==> src/include/snes_cart_consts.svh <==
// Shared constants for the cartridge loader and the save-RAM paths
// Header offsets are image byte addresses without the copier header
// Mask widths assume size codes of at most 14
`ifndef SNES_CART_CONSTS_SVH
`define SNES_CART_CONSTS_SVH

//================================================
// Widths
`define DL_ADDR_W        25
`define WORD_W           16
`define MASK_W           24
`define CLEAR_ADDR_W     17
`define BSRAM_BITS       17
`define SD_BUF_ADDR_W    8

//================================================
// ROM header locations
`define HDR_COPIER       'h200
`define HDR_LOROM_SIZE   'h7FD6
`define HDR_LOROM_RAM    'h7FD8
`define HDR_HIROM_SIZE   'hFFD6
`define HDR_HIROM_RAM    'hFFD8
`define HDR_EXHIROM_SIZE 'h40FFD6
`define HDR_EXHIROM_RAM  'h40FFD8
// Used until a header says otherwise
`define DEFAULT_ROM_SIZE 4'hC

//================================================
// Work-RAM fill patterns
`define FILL_SNES2_A     8'h66
`define FILL_SNES2_B     8'h99
`define FILL_SNES1_A     8'hFF
`define FILL_SNES1_B     8'h00
`define FILL_SD2SNES     8'h55
`define FILL_ONES        8'hFF

`endif

==> src/rtl/cart_pkg.sv <==
// Types for the cartridge image stream, the header result and the RAM clear
// Enum encodings follow the menu option order
`default_nettype none
`include "snes_cart_consts.svh"

package cart_pkg;

	typedef logic [`DL_ADDR_W-1:0]    dl_addr_t;
	typedef logic [`WORD_W-1:0]       word_t;
	typedef logic [7:0]               byte_t;
	typedef logic [`MASK_W-1:0]       mask_t;
	typedef logic [`CLEAR_ADDR_W-1:0] clear_addr_t;

	// One host write beat of the image
	typedef struct packed {
		dl_addr_t addr;
		word_t    data;
		logic     wr;
	} dl_beat_t;

	// Edges of the download level
	typedef struct packed {
		logic start;
		logic done;
	} dl_events_t;

	typedef struct packed {
		byte_t rom_type;
		mask_t rom_mask;
		mask_t ram_mask;
	} cart_info_t;

	typedef struct packed {
		clear_addr_t addr;
		byte_t       data;
		logic        we;
	} fill_t;

	typedef enum logic [2:0] {
		HDR_AUTO    = 3'd0,
		HDR_NONE    = 3'd1,
		HDR_LOROM   = 3'd2,
		HDR_HIROM   = 3'd3,
		HDR_EXHIROM = 3'd4
	} header_mode_e;

	typedef enum logic [1:0] {
		REG_AUTO = 2'd0,
		REG_NTSC = 2'd1,
		REG_PAL  = 2'd2
	} region_mode_e;

	typedef enum logic [1:0] {
		INIT_SNES2   = 2'd0,
		INIT_SNES1   = 2'd1,
		INIT_SD2SNES = 2'd2,
		INIT_ONES    = 2'd3
	} wram_init_e;

endpackage

`default_nettype wire

==> src/rtl/rom_header_detect.sv <==
// Header detection on the download stream; only write beats during download count
// Masks follow the size registers one write beat later
`timescale 1ns/100ps
`default_nettype none
`include "snes_cart_consts.svh"

module rom_header_detect (
	input  wire                          clk_sys,
	input  wire                          RESET,
	input  wire cart_pkg::dl_beat_t      dl,
	input  wire                          cart_download,
	input  wire cart_pkg::header_mode_e  header_mode,
	input  wire cart_pkg::region_mode_e  region_mode,
	output cart_pkg::cart_info_t         info,
	output logic                         pal,
	output cart_pkg::dl_events_t         events
);
	import cart_pkg::*;

	localparam dl_addr_t LO_SIZE_AT = dl_addr_t'(`HDR_LOROM_SIZE + `HDR_COPIER);
	localparam dl_addr_t LO_RAM_AT  = dl_addr_t'(`HDR_LOROM_RAM + `HDR_COPIER);
	localparam dl_addr_t HI_SIZE_AT = dl_addr_t'(`HDR_HIROM_SIZE + `HDR_COPIER);
	localparam dl_addr_t HI_RAM_AT  = dl_addr_t'(`HDR_HIROM_RAM + `HDR_COPIER);
	localparam dl_addr_t EX_SIZE_AT = dl_addr_t'(`HDR_EXHIROM_SIZE + `HDR_COPIER);
	localparam dl_addr_t EX_RAM_AT  = dl_addr_t'(`HDR_EXHIROM_RAM + `HDR_COPIER);

	logic [3:0] rom_size;
	logic [3:0] ram_size;
	logic       rom_region;
	logic       dl_prev;
	logic       beat;
	logic       hdr_fixed;
	dl_addr_t   size_at;
	dl_addr_t   ram_at;

	assign beat = cart_download & dl.wr;
	assign events = '{start: cart_download & ~dl_prev, done: ~cart_download & dl_prev};

	// Where the forced header modes find their size bytes
	always_comb begin
		hdr_fixed = 1'b1;
		size_at   = LO_SIZE_AT;
		ram_at    = LO_RAM_AT;
		case (header_mode)
			HDR_HIROM: begin
				size_at = HI_SIZE_AT;
				ram_at  = HI_RAM_AT;
			end
			HDR_EXHIROM: begin
				size_at = EX_SIZE_AT;
				ram_at  = EX_RAM_AT;
			end
			HDR_LOROM: hdr_fixed = 1'b1;
			default: hdr_fixed = 1'b0;
		endcase
	end

	always_ff @(posedge clk_sys) begin
		if (RESET) begin
			dl_prev    <= 1'b0;
			rom_size   <= `DEFAULT_ROM_SIZE;
			ram_size   <= 4'd0;
			rom_region <= 1'b0;
			info       <= '0;
			pal        <= 1'b0;
		end else begin
			dl_prev <= cart_download;
			if (beat) begin
				if (dl.addr == '0) begin
					rom_size <= `DEFAULT_ROM_SIZE;
					ram_size <= 4'd0;
					// Copier-style size byte in front of the image
					if (header_mode == HDR_AUTO && dl.data[7:0] != 8'd0)
						{ram_size, rom_size} <= dl.data[7:0];
					case (header_mode)
						HDR_NONE, HDR_LOROM: info.rom_type <= 8'd0;
						HDR_HIROM: info.rom_type <= 8'd1;
						HDR_EXHIROM: info.rom_type <= 8'd2;
						default: info.rom_type <= dl.data[15:8];
					endcase
				end
				if (dl.addr == dl_addr_t'(2))
					rom_region <= dl.data[8];
				if (hdr_fixed && dl.addr == size_at)
					rom_size <= dl.data[11:8];
				if (hdr_fixed && dl.addr == ram_at)
					ram_size <= dl.data[3:0];
				info.rom_mask <= (mask_t'(1024) << rom_size) - mask_t'(1);
				info.ram_mask <= (ram_size != 4'd0) ?
					(mask_t'(1024) << ram_size) - mask_t'(1) : '0;
			end else if (!cart_download) begin
				pal <= (region_mode == REG_AUTO) ? rom_region : (region_mode == REG_PAL);
			end
		end
	end

endmodule

`default_nettype wire

==> config.mk <==
export PLATFORM = sky130hd
export DESIGN_NAME = rom_header_detect
export DESIGN_NICKNAME = d
export VERILOG_FILES = /design/src/rtl/cart_pkg.sv /design/src/rtl/rom_header_detect.sv
export VERILOG_INCLUDE_DIRS = /design/src /design/src/include
export SDC_FILE = /design/constraint.sdc
export NUM_CORES = 1
export LEC_CHECK = 0
export BUFFER_PORTS_ARGS = -buffer_cell sky130_fd_sc_hd__buf_4
export CAP_MARGIN = 20
export CORE_ASPECT_RATIO = 0.75
export CORE_MARGIN = 4
export CORE_UTILIZATION = 35
export CTS_CLUSTER_DIAMETER = 40
export DETAILED_ROUTE_END_ITERATION = 16
export GPL_TIMING_DRIVEN = 1
export PLACE_DENSITY = 0.59
export SYNTH_ARGS = -nofsm -noshare
export SYNTH_HDL_FRONTEND = slang
export SYNTH_SLANG_ARGS = --single-unit
==> constraint.sdc <==
create_clock -name clk_sys -period 2.9 [get_ports clk_sys]
set_input_delay 0.435 -clock clk_sys [delete_from_list [all_inputs] [get_ports clk_sys]]
set_output_delay 0.435 -clock clk_sys [all_outputs]
set_load 0.02 [all_outputs]
==> Word-level counts from Yosys, hierarchy flattened <==
Index checks and enable logic that the tools add are counted.
{ "word_totals": {"regBits": 67, "input_bits": 50, "output_inout_bits": 59, "wordCells": 55} }
{ "classes": {"addsub": 2, "eq_ne": 8, "n_shift": 2, "mux": 12, "n_bitwise": 6, "n_reduce_logical": 17} }
{ "op_table": {"columns": ["cell", "count"], "rows": [
  ["$pmux W23 S2", 2],
  ["$eq A25 B25 Y1", 2],
  ["$shl A11 B4 Y24 const A", 2],
  ["$sub A24 B1 Y24 const B", 2],
  ["$eq A25 B2 Y1 const B", 1],
  ["$logic_not A25 Y1", 1],
  ["$mux W24", 1],
  ["$mux W4", 6],
  ["$pmux W8 S3", 1],
  ["$reduce_and A2 Y1", 5],
  ["$reduce_bool A8 Y1", 1],
  ["$eq A3 B2 Y1 const B", 2],
  ["$reduce_bool A2 Y1", 2],
  ["$reduce_bool A4 Y1", 1],
  ["$and A1 B1 Y1", 3],
  ["$eq A3 B1 Y1 const B", 1],
  ["$eq A3 B3 Y1 const B", 1],
  ["$logic_and A1 B1 Y1", 3],
  ["$logic_not A3 Y1", 1],
  ["$not A1 Y1", 3],
  ["$reduce_or A3 Y1", 1],
  ["$eq A2 B2 Y1 const B", 1],
  ["$logic_not A2 Y1", 1],
  ["$mux W1", 2],
  ["$reduce_or A2 Y1", 1]
]} }

==> Longest topological paths before layout <==
Gate-level depths: netlist of run 1.
{ "logic_depth": {"ltp_word": 6, "mapped_depth": 10, "ltp_nobuf": 8} }

==> Worst setup path after synthesis of run 1 <==
OpenSTA, ideal clock, no wires.
{ "synth_timing": {"path_type": "flip-flop to flip-flop", "startpoint": "register ram_size[2]", "endpoint": "register info[16] (netlist name)", "setup_time_ps": 91, "t_arrival_ps": 1957, "t_required_ps": 2809, "setup_slack_ps": 852, "stages_incl_launch_ff": 8, "path_buffers": 1, "synth_period_minus_slack_ps": 2048, "cell_sequence": "dfxtp_1 clkbuf_1 or2_2 nor3_1 inv_1 ha_1 or4_1 a311oi_1"} }
{ "synth_via": {"elab_chain_len": 3, "elab_cells_between_ends": 4, "classes_between": "1 x add/sub; 1 x shift; 1 x mux; 1 x reduce/logical"} }
{ "synth_rtl": {"columns": ["element", "line", "text"], "rows": [
  ["start, declared", "rom_header_detect.sv:28", "logic [3:0] ram_size;"],
  ["start signal, assigned", "rom_header_detect.sv:74", "{ram_size, rom_size} <= dl.data[7:0];"],
  ["start signal, assigned", "rom_header_detect.sv:87", "ram_size <= dl.data[3:0];"],
  ["$shl A11 B4 Y24", "rom_header_detect.sv:90", "(mask_t'(1024) << ram_size) - mask_t'(1) : '0;"],
  ["$sub A24 B1 Y24", "rom_header_detect.sv:90", null],
  ["$mux W24 *", "rom_header_detect.sv:89", "info.ram_mask <= (ram_size != 4'd0) ?"],
  ["end, declared", "rom_header_detect.sv:14", "output cart_pkg::cart_info_t info,"]
]} }
Every way passes the cells marked *; elsewhere a longest branch is shown, timed or not.
A chain may end at the register's enable or synchronous reset.

==> Worst setup path in the final report of run 1 <==
Ends and elaborated chain as after synthesis.

==> reports/results.tsv, run 1 <==
stage	metric	value	unit
critical_path	startpoint	ram_size[2]$_SDFFE_PP0P_	
grt	grt_pass1_vias	2312	
logic_synthesis	ys_seq_area_share	37.0	%
route	first_iter_violations	113	
critical_path	slowest_stage	or4_1	
logic_synthesis	synth-compound-area-share	23.5	%
clocking	ctsRootBufferMaster	clkbuf_8	
sta	setup_tns	0	ps
worst_hold_path	holdPathEnd	info[54]$_SDFFE_PP0P_	
clocking	cts_buffers	5	
grt	antenna_found_initial	0	
finish	fillCellCount	768	
clocking	cts_tree	built	
die	rows	27	
logic_synthesis	syn_inst	323	
finish	final_net_count	452	
power_and_ir_drop	total_power	1.36	mW
die	io_pins	109	
route	dr.pass1.iters	4	
die	die_w	109	µm
critical_path	timing.rr.end	info[16]$_SDFFE_PP0P_	
route	drc	0	
logic_synthesis	synth_xor_area_share	0.991	%
logic_synthesis	yosysUniqueCellTypes	55	
critical_path	endpoint_kind	flop	
route	totalWireLength	7060	µm
logic_synthesis	synth_edf_count	0	
clocking	clk_latency	300	ps
critical_path	path_class	reg2reg	
logic_synthesis	synth_fa_ha_area_share	0.944	%
power_and_ir_drop	power_leakage	1.46	nW
logic_synthesis	yosys.area.top_type	dfxtp_1	
sta	finClkSkew	5.74	ps
critical_path	rr_worst_depth	6	
grt	grt_pass1_wl	11500	µm
clocking	cts_buffer_depth	2	
place	place_ws	700	ps
critical_path	crit_buf_inv	1	
critical_path	critPathTopFamily	simple AND/OR/NAND/NOR gates	
logic_synthesis	synth_area_leaders	dfxtp_1, nor2_1, buf_4, a21oi_1, a211oi_1	
sta	hold_viol	0	
critical_path	cp_max_fo	10	
finish	n_antenna_cell	0	
logic_synthesis	synth_top_family_by_area	simple AND/OR/NAND/NOR gates	
logic_synthesis	yosys_warnings	0	
logic_synthesis	async_reset_ff_share	0	%
clocking	ctsHtreeMaxLevel	2	
sta	drv_slew	0	
die	initial_core_util	36.0	%
place	io_buffers	108	
logic_synthesis	synthSimpleGateAreaFrac	25.8	%
clocking	clkTransAtPathRegs	90	ps
critical_path	startpoint_type	flop	
clocking	post_cts_buffers	0	
critical_path	crit_required	3110	ps
logic_synthesis	synth_common_cells	dfxtp_1, nor2_1, a21oi_1	
logic_synthesis	synth.avg_cell_area	8.21	µm²
sta	worst_slack	754	ps
sta	setup_violations	0	
route	via_per_inst	4.91	
finish	area_growth	30.3	%
critical_path	rr_startpoint	ram_size[2]$_SDFFE_PP0P_	
critical_path	worstPathArrival	2360	ps
sta	fmax	466	MHz
route	via_count	2458	
power_and_ir_drop	cellPowerDensity	395	nW/µm²
finish	drive_above_1_share	34.5	%
clocking	post_cts_resized	0	
logic_synthesis	ys.flop_type	dfxtp_1	
worst_hold_path	hold_path_depth	3	
worst_hold_path	hold_start	dl[15]	
logic_synthesis	synth_top_area_share	37.0	%
die	core_area	7360	µm²
logic_synthesis	ys_ff_latch	49	
critical_path	path_cells	or2_2 > nor3_1 > inv_1 > ha_1 > or4_1 > a311oi_1	
clocking	hold_buffers	0	
critical_path	critPathMaxStageDelay	470	ps
logic_synthesis	synthMuxAreaShare	1.18	%
logic_synthesis	synth_nets	375	
sta	maxSlewHeadroom	50.8	%
logic_synthesis	syn-cell-area	2650	µm²
route	wire_per_inst	14.1	µm
status	status	completed	
route	detail-route-antenna-nets	0	
sta	min_period	2150	ps
sta	worstMarginPinSlew	732	ps
place	globalplace.congestion	0.773	
place	dp_hpwl	5350	µm
clocking	cts.sinks	49	
grt	grt_usage	15.5	%
flow_run	maxCapViolCount	0	
grt	grt_overflow	0	
critical_path	r2r_slack	750	ps
grt	grt_max_degree	41	
sta	layout_worst_path_cycle_share	74.0	%
die	dieHeight	83.4	µm
die	die_area	9050	µm²
worst_hold_path	hp-class	in2reg	
sta	rsz0062_at_grt	no	
logic_synthesis	yosysMostFrequentCell	dfxtp_1	
power_and_ir_drop	irDropWorstVdd	0.211	mV
## state kept, by name, summed over array words and instances (netlist names)
name	cells
dl_prev	1
rom_region	1
pal	1
ram_size	4
rom_size	4
info	38
## kinds of logic (layout without fill, tap and decap cells)
logic type | Yosys count | after routing
and+or+nand+nor | 128 | 128
AOI/OAI and AO/OA | 88 | 88
buffers and inverters | 50 | 127
DFF | 49 | 49
xor gates and xnor gates | 3 | 3
muxes | 3 | 3
adders and majority gates | 2 | 2
## report_power, final
| part | internal, mW | switching (mW) |
|---|---|---|
| Sequential | 0.692 | 0.0133 |
| Clock | 0.190 | 0.217 |
| Combinational | 0.117 | 0.134 |
## stage by stage
step | hold slack, ps | std cells | util (%) | area [µm²]
3_5_place_dp | 448 | 494 | 45.7 | 3370
5_1_grt | 384 | 501 | 46.9 | 3450
2_1_floorplan | 461 | 323 | - | 2650
4_1_cts | 381 | 501 | 46.9 | 3450
6_report | 397 | 501 | 46.9 | 3450
3_3_place_gp | 441 | 494 | 45.7 | 3370
## layer usage
metal	up-vias	GRT usage (%)	wire, µm	share of wire [%]
met5	-	0	0	0
met4	0	3.44	19	0.27
met3	2	4.58	505	7.1
met2	58	23.3	3060	43
met1	1097	22.0	3480	49
li1	1301	-	-	-
## tightest hold or removal path, delay by kind of cell
kind | cells | cell delay (ps)
compound gates | 1 | 60
simple gates | 1 | 50
buf+inv | 1 | 110
## cell type report
class | instances | area (µm²) | share of cell area [%]
multi-input combinational | 224 | 1390 | 40.2
sequential | 49 | 981 | 28.4
timing repair buffer | 112 | 841 | 24.3
tap | 101 | 126 | 3.66
clock buffer | 7 | 86.3 | 2.50
inverter | 8 | 30.0 | 0.869
## layout by cell type (no fill, tap or decap), types with 4 or more instances in the layout
cell / synthesis / routed
dfxtp_1: 49 / 49
o21a_1: 4 / 4
a211oi_1: 14 / 14
buf_4: 18 / 112
inv_1: 8 / 8
and3_1: 7 / 7
nor3_1: 13 / 13
clkbuf_8: 0 / 6
nand2_1: 18 / 18
a31oi_1: 4 / 4
nand3_1: 10 / 10
nor2_1: 39 / 39
nand2b_1: 8 / 8
o21ai_0: 12 / 12
a21oi_1: 24 / 24
a22oi_1: 7 / 7
nor2b_1: 7 / 7
## how the worst max path moves through the flow
stage                                     to  slack, ps  cells after the start
finish                 info[16]$_SDFFE_PP0P_        750                      6
CTS                    info[16]$_SDFFE_PP0P_        760                      6
detailed placement  rom_size[0]$_SDFFE_PP0P_        700                      7
floorplan              info[16]$_SDFFE_PP0P_        850                      7
global placement    rom_size[0]$_SDFFE_PP0P_        740                      7
global route           info[16]$_SDFFE_PP0P_        590                      6
(Power assumes the default switching activity.)
==> inputs of run 2 (changes only) <==
Settings changed: ABC_AREA set to 1, PLACE_DENSITY 0.59 to 0.61.
Clock period 2.9 ns to 1.8 ns, I/O delays scaled along.
==> run 2 against run 1 <==
Compared with the run above:
- die area grew 8.0%
- global-route usage shrank 0.52 points
- total power grew 69%
- routed wire length grew 7.1%
- synthesized cell count grew 31%
- hold slack lost 240 ps
- register-to-register slack lost 580 ps
- largest power group unchanged
- worst setup slack lost 580 ps
- sequential share of layout area shrank 2.5 points
- critical endpoint is now info[44]$_SDFFE_PP0P_
- first-iteration DRC count grew 29%
- clock-buffer cell count is the same
- largest cell class unchanged
==> reports/results.tsv, run 2 <==
stage	metric	value	unit	change
die	io_pins	109		unchanged
sta	rsz0062_at_grt	no		
logic_synthesis	syn_inst	422		+31%
logic_synthesis	ys_ff_latch	49		unchanged
grt	antenna_found_initial	0		unchanged
clocking	clk_latency	300	ps	about the same
clocking	ctsRootBufferMaster	clkbuf_8		
critical_path	slowest_stage	dfxtp_1		
die	die_w	113	µm	+4.0%
place	globalplace.congestion	0.869		+12%
sta	whs	155	ps	-242 ps
logic_synthesis	yosysUniqueCellTypes	41		-25%
finish	fillCellCount	829		+7.9%
place	io_buffers	108		unchanged
finish	n_antenna_cell	0		unchanged
logic_synthesis	yosys.area.top_type	dfxtp_1		
flow_run	maxCapViolCount	0		unchanged
sta	min_period	1620	ps	-525 ps
sta	fmax	617	MHz	+32%
critical_path	critPathTopFamily	compound AO/OA/AOI/OAI gates		
logic_synthesis	synth_top_area_share	34.0	%	-3.0 points
power_and_ir_drop	power_leakage	1.89	nW	+29%
critical_path	crit_buf_inv	2		+1
route	totalWireLength	7570	µm	+7.1%
status	status	completed		
finish	multi_input_area	1530	µm²	+9.9%
logic_synthesis	yosys_warnings	0		unchanged
logic_synthesis	yosysMostFrequentCell	nand2_1		
clocking	cts.sinks	49		unchanged
finish	layout_common_cells	buf_4, nand2_1, nor2_1		
logic_synthesis	synth_edf_count	0		unchanged
critical_path	path_class	reg2reg		
logic_synthesis	synth_area_leaders	dfxtp_1, nand2_1, nor2_1, a21oi_1, inv_1		
critical_path	path_cells	nor2_1 > inv_1 > nor2_1 > inv_1 > ha_1 > o21a_1 > o21ai_0 > o211ai_1 > a21oi_1		
clocking	cts_tree	built		
clocking	cts_buffers	5		unchanged
grt	grt_overflow	0		unchanged
route	highest_layer	met4		
sta	layout_worst_path_cycle_share	90.0	%	+16 points
place	dp.cells	612		+24%
route	routed-wl-met2	3320	µm	+8.6%
finish	final_common_cell	buf_4		
finish	area_growth	31.5	%	
die	dieHeight	86.6	µm	+3.9%
die	initial_core_util	36.2	%	+0.25 points
sta	maxSlewHeadroom	59.3	%	+8.5 points
route	drc	0		unchanged
finish	reg_top3	info: 38 flops, ram_size: 4 flops, rom_size: 4 flops		
power_and_ir_drop	total_power	2.30	mW	+69%
logic_synthesis	synth_common_cells	nand2_1, nor2_1, dfxtp_1		
finish	regMostFlops	info		
logic_synthesis	async_reset_ff_share	0	%	unchanged
logic_synthesis	synth_nets	474		+26%
route	wire_per_inst	12.2	µm	-13%
clocking	cts_buffer_depth	2		unchanged
power_and_ir_drop	cellPowerDensity	607	nW/µm²	+54%
logic_synthesis	ys.flop_type	dfxtp_1		
route	wl_met3	445	µm	-12%
route	via_per_inst	4.70		-4.1%
die	rows	28		+3.7%
sta	finClkSkew	5.96	ps	+0.218 ps
power_and_ir_drop	irDropWorstVdd	0.329	mV	+56%
die	core_area	7950	µm²	+8.0%
critical_path	cp_max_fo	6		-4
route	detail-route-antenna-nets	0		unchanged
route	dr.pass1.iters	4		unchanged
finish	layout.cells.non_filler	620		+24%
place	placedInstanceArea	3670	µm²	+9.1%
critical_path	endpoint_kind	flop		
sta	setup_tns	0	ps	unchanged
place	dp_hpwl	6050	µm	+13%
finish	fin_area	3790	µm²	+9.7%
clocking	post_cts_buffers	0		unchanged
route	via_count	2917		+19%
logic_synthesis	ys_seq_area_share	34.0	%	-3.0 points
clocking	post_cts_resized	0		unchanged
grt	grt_max_degree	30		-27%
finish	drive_above_1_share	29.3	%	-5.2 points
logic_synthesis	syn-cell-area	2880	µm²	+8.7%
route	first_iter_violations	146		+29%
sta	drv_slew	0		unchanged
sta	hold_viol	0		unchanged
critical_path	critPathMaxStageDelay	380	ps	-90 ps
critical_path	startpoint_type	flop		
finish	seq_area	981	µm²	unchanged
critical_path	crit_required	2040	ps	-1070 ps
finish	final_net_count	566		+25%
grt	grt_pass1_vias	2613		+13%
sta	worstMarginPinSlew	609	ps	-123 ps
critical_path	worstPathArrival	1860	ps	-500 ps
die	die_area	9770	µm²	+8.0%
clocking	hold_buffers	0		unchanged
worst_hold_path	hp-class	in2reg		
sta	setup_violations	0		unchanged
grt	grt_pass1_wl	12300	µm	+6.8%
clocking	ctsHtreeMaxLevel	2		unchanged
route	met1Wirelength	3730	µm	+7.3%
clocking	clkTransAtPathRegs	90	ps	about the same
logic_synthesis	synth.avg_cell_area	6.83	µm²	-17%
grt	grt_usage	15.0	%	-0.52 points
finish	largest_reg_flops	38		unchanged
## run 2: cell count changes after synthesis, sizes merged, moves of 11 or more
cell / before / now
clkbuf: 17 / 4
nand3: 10 / 37
a21oi: 24 / 38
inv: 8 / 48
nor2: 39 / 76
nand2: 18 / 86
a211oi: 14 / 0
nor3: 14 / 3
nand4: 2 / 15
## run 2: layout make-up
class,count,area share [%]
multi-input cells,296,40.3
flip-flops and latches,49,25.9
inverters,49,4.89
clock inverters,1,0.792
well taps,105,3.47
clock buffers,7,2.28
repair buffers,113,22.4
## run 2: final timing paths
path	slack, ps	from	to	cells past startpoint
hold reg to reg	460	rom_region$_SDFFE_PP0P_	rom_region$_SDFFE_PP0P_	2
setup / recovery	180	rom_size[1]$_SDFFE_PP0P_	info[44]$_SDFFE_PP0P_	9
hold / removal	150	region_mode[0]	pal$_SDFFE_PP0P_	2
setup reg to reg	180	rom_size[1]$_SDFFE_PP0P_	info[44]$_SDFFE_PP0P_	9
## run 2: layer usage
layer / global-route usage [%] / up-vias
met1: 21.1 / 1296
li1: - / 1542
met5: 0 / -
met3: 3.63 / 10
met2: 23.4 / 69
met4: 3.60 / 0
## run 2: through the flow
| step | setup slack [ps] | utilization, % |
|---|---|---|
| global route | 45.5 | 47.7 |
| detailed placement | 171 | 46.2 |
| CTS | 185 | 47.7 |
| floorplan | 405 | - |
| global placement | 226 | 46.2 |
| finish | 179 | 47.7 |
## run 2: logic make-up after synthesis
| logic type | after synthesis | synth area share [%] |
|---|---|---|
| flip-flops | 49 | 34.0 |
| buffers and inverters | 77 | 13.0 |
| adder cells (fa/ha/maj) | 2 | 0.868 |
| AO/OA/AOI/OAI | 68 | 12.5 |
| AND/OR/NAND/NOR | 225 | 39.4 |
| XOR/XNOR | 1 | 0.304 |
## run 2: where the power goes
part | internal, mW | switching [mW]
clock network | 0.453 | 0.355
registers | 1.11 | 0.0145
logic | 0.163 | 0.209
==> inputs of run 3 (changes only) <==
Settings changed: ABC_AREA 1 to 0, CORE_MARGIN 4 to not set, CORE_UTILIZATION 35 to 30, PLACE_DENSITY 0.61 to 0.54.
==> run 3 against run 2 <==
Compared with the run above:
- clock power grew 12%
- non-clock buffer count grew 26
- critical path depth is 3 lower
- combinational power up 12%
- core utilization decreased by 3.5 points
- sequential share of layout area rose by 0.16 points
- largest power group unchanged
==> reports/results.tsv, run 3 (synthesis results as in run 1) <==
stage	metric	value	unit	change
clocking	hold_buffers	0		unchanged
sta	layout_worst_path_cycle_share	92.9	%	+2.8 points
sta	setup_violations	0		unchanged
sta	worstMarginPinSlew	447	ps	-162 ps
critical_path	worstPathArrival	1880	ps	+20 ps
finish	layout_common_cells	buf_4, dfxtp_1, nor2_1		
die	rows	29		+3.6%
critical_path	cp_max_fo	5		-1
finish	drive_above_1_share	40.7	%	+11 points
power_and_ir_drop	power_leakage	1.61	nW	-15%
critical_path	crit_required	2000	ps	-40 ps
sta	maxSlewHeadroom	69.4	%	+10 points
sta	finClkSkew	4.67	ps	-1.29 ps
die	dieHeight	83.4	µm	-3.7%
critical_path	rr_worst_depth	6		-3
power_and_ir_drop	cellPowerDensity	653	nW/µm²	+7.6%
clocking	clk_latency	290	ps	about the same
clocking	ctsRootBufferMaster	clkbuf_16		
critical_path	endpoint_kind	flop		
place	io_buffers	108		unchanged
finish	n_antenna_cell	0		unchanged
finish	layout.cells.non_filler	536		-14%
sta	fmax	598	MHz	-3.1%
route	drc	0		unchanged
route	via_count	2624		-10%
worst_hold_path	hold_path_depth	3		+1
route	wire_per_inst	13.3	µm	+8.8%
place	dp.cells	526		-14%
place	dp_hpwl	5490	µm	-9.3%
sta	min_period	1670	ps	+51.2 ps
route	totalWireLength	7120	µm	-5.9%
finish	regMostFlops	info		
die	die_w	111	µm	-2.0%
finish	final_net_count	479		-15%
route	detail-route-antenna-nets	0		unchanged
sta	hold_viol	0		unchanged
clocking	cts_buffer_depth	2		unchanged
die	die_area	9220	µm²	-5.6%
finish	area_growth	42.0	%	
grt	grt_pass1_wl	12000	µm	-2.1%
power_and_ir_drop	irDropWorstVdd	0.358	mV	+8.8%
die	io_pins	109		unchanged
clocking	cts.sinks	49		unchanged
die	initial_core_util	31.1	%	-5.2 points
grt	grt_usage	15.8	%	+0.80 points
worst_hold_path	hp-class	in2reg		
clocking	ctsHtreeMaxLevel	2		unchanged
finish	fin_area	3770	µm²	-0.63%
route	first_iter_violations	97		-34%
clocking	clkTransAtPathRegs	60	ps	-30 ps
clocking	cts_buffers	5		unchanged
place	globalplace.congestion	0.804		-7.5%
die	core_area	8530	µm²	+7.2%
route	dr.pass1.iters	4		unchanged
finish	largest_reg_flops	38		unchanged
sta	drv_slew	0		unchanged
critical_path	path_class	reg2reg		
critical_path	startpoint_type	flop		
flow_run	maxCapViolCount	0		unchanged
sta	setup_tns	0	ps	unchanged
route	via_per_inst	4.90		+4.1%
place	placedInstanceArea	3580	µm²	-2.5%
power_and_ir_drop	total_power	2.46	mW	+6.9%
clocking	cts_tree	built		
grt	grt_max_degree	35		+17%
finish	final_common_cell	buf_4		
finish	reg_top3	info: 38 flops, ram_size: 4 flops, rom_size: 4 flops		
grt	grt_pass1_vias	2502		-4.2%
status	status	completed		
grt	grt_overflow	0		unchanged
grt	antenna_found_initial	0		unchanged
[run 3: changes by cell type in the layout (fill, tap and decap cells not counted), moves of 7 or more]
cell,before,now
nor2_1,67,36
nand2_1,81,18
buf_4,113,139
o21ai_1,9,0
inv_1,44,7
a211oi_1,0,13
nand3_1,32,9
a21oi_1,38,24
nand2b_1,0,8
nor2b_1,0,7
nand4_1,12,2
nor3_1,3,12
and3_1,0,7
[run 3: metrics by stage]
stage / hold slack (ps) / setup slack, ps / utilization, %
finish: 242 / 128 / 44.2
global placement: 443 / -46.4 / 42.0
global route: 253 / -3.18 / 44.2
CTS: 235 / 42.4 / 43.6
detailed placement: 450 / -121 / 42.0
floorplan: 398 / -27.5 / -
[run 3: final timing paths]
check	endpoint	slack [ps]	startpoint
min	info[55]$_SDFFE_PP0P_	240	dl[16]
max	info[16]$_SDFFE_PP0P_	130	ram_size[2]$_SDFFE_PP0P_
min reg2reg	info[23]$_SDFFE_PP0P_	460	info[23]$_SDFFE_PP0P_
max reg2reg	info[16]$_SDFFE_PP0P_	130	ram_size[2]$_SDFFE_PP0P_
[run 3: metal layers]
layer,share of wire (%),global-route usage [%],up-vias
li1,-,-,1353
met1,46,20.1,1201
met2,48,26.8,65
met3,5.0,4.01,5
met4,0.77,4.00,0
met5,0,0,-
[run 3: power breakdown]
| group | switching [mW] | internal [mW] |
|---|---|---|
| sequential | 0.0227 | 1.12 |
| combinational | 0.216 | 0.202 |
| clock | 0.388 | 0.516 |
[run 3: critical path, cell delays in order, from the launching register on]
cell	delay [ps]
dfxtp_1	310
or2_4	270
nor3_4	140
inv_2	60
ha_4	170
or4_1	390
a311oi_1	250
[run 3: layout make-up]
type,instances,area (µm²)
Timing Repair Buffer,139,1040
Tap cell,108,135
Clock buffer,7,133
Fill cell,834,4760
Inverter,8,30.0
Multi-Input combinational cell,224,1440
Sequential cell,49,981
Clock inverter,1,7.51
[run 3: timing repair]
item,CTS,global route
endpoints found under the hold margin,0,0
buffers inserted,0,2
resized for setup,0,8
setup endpoints to repair,0,3
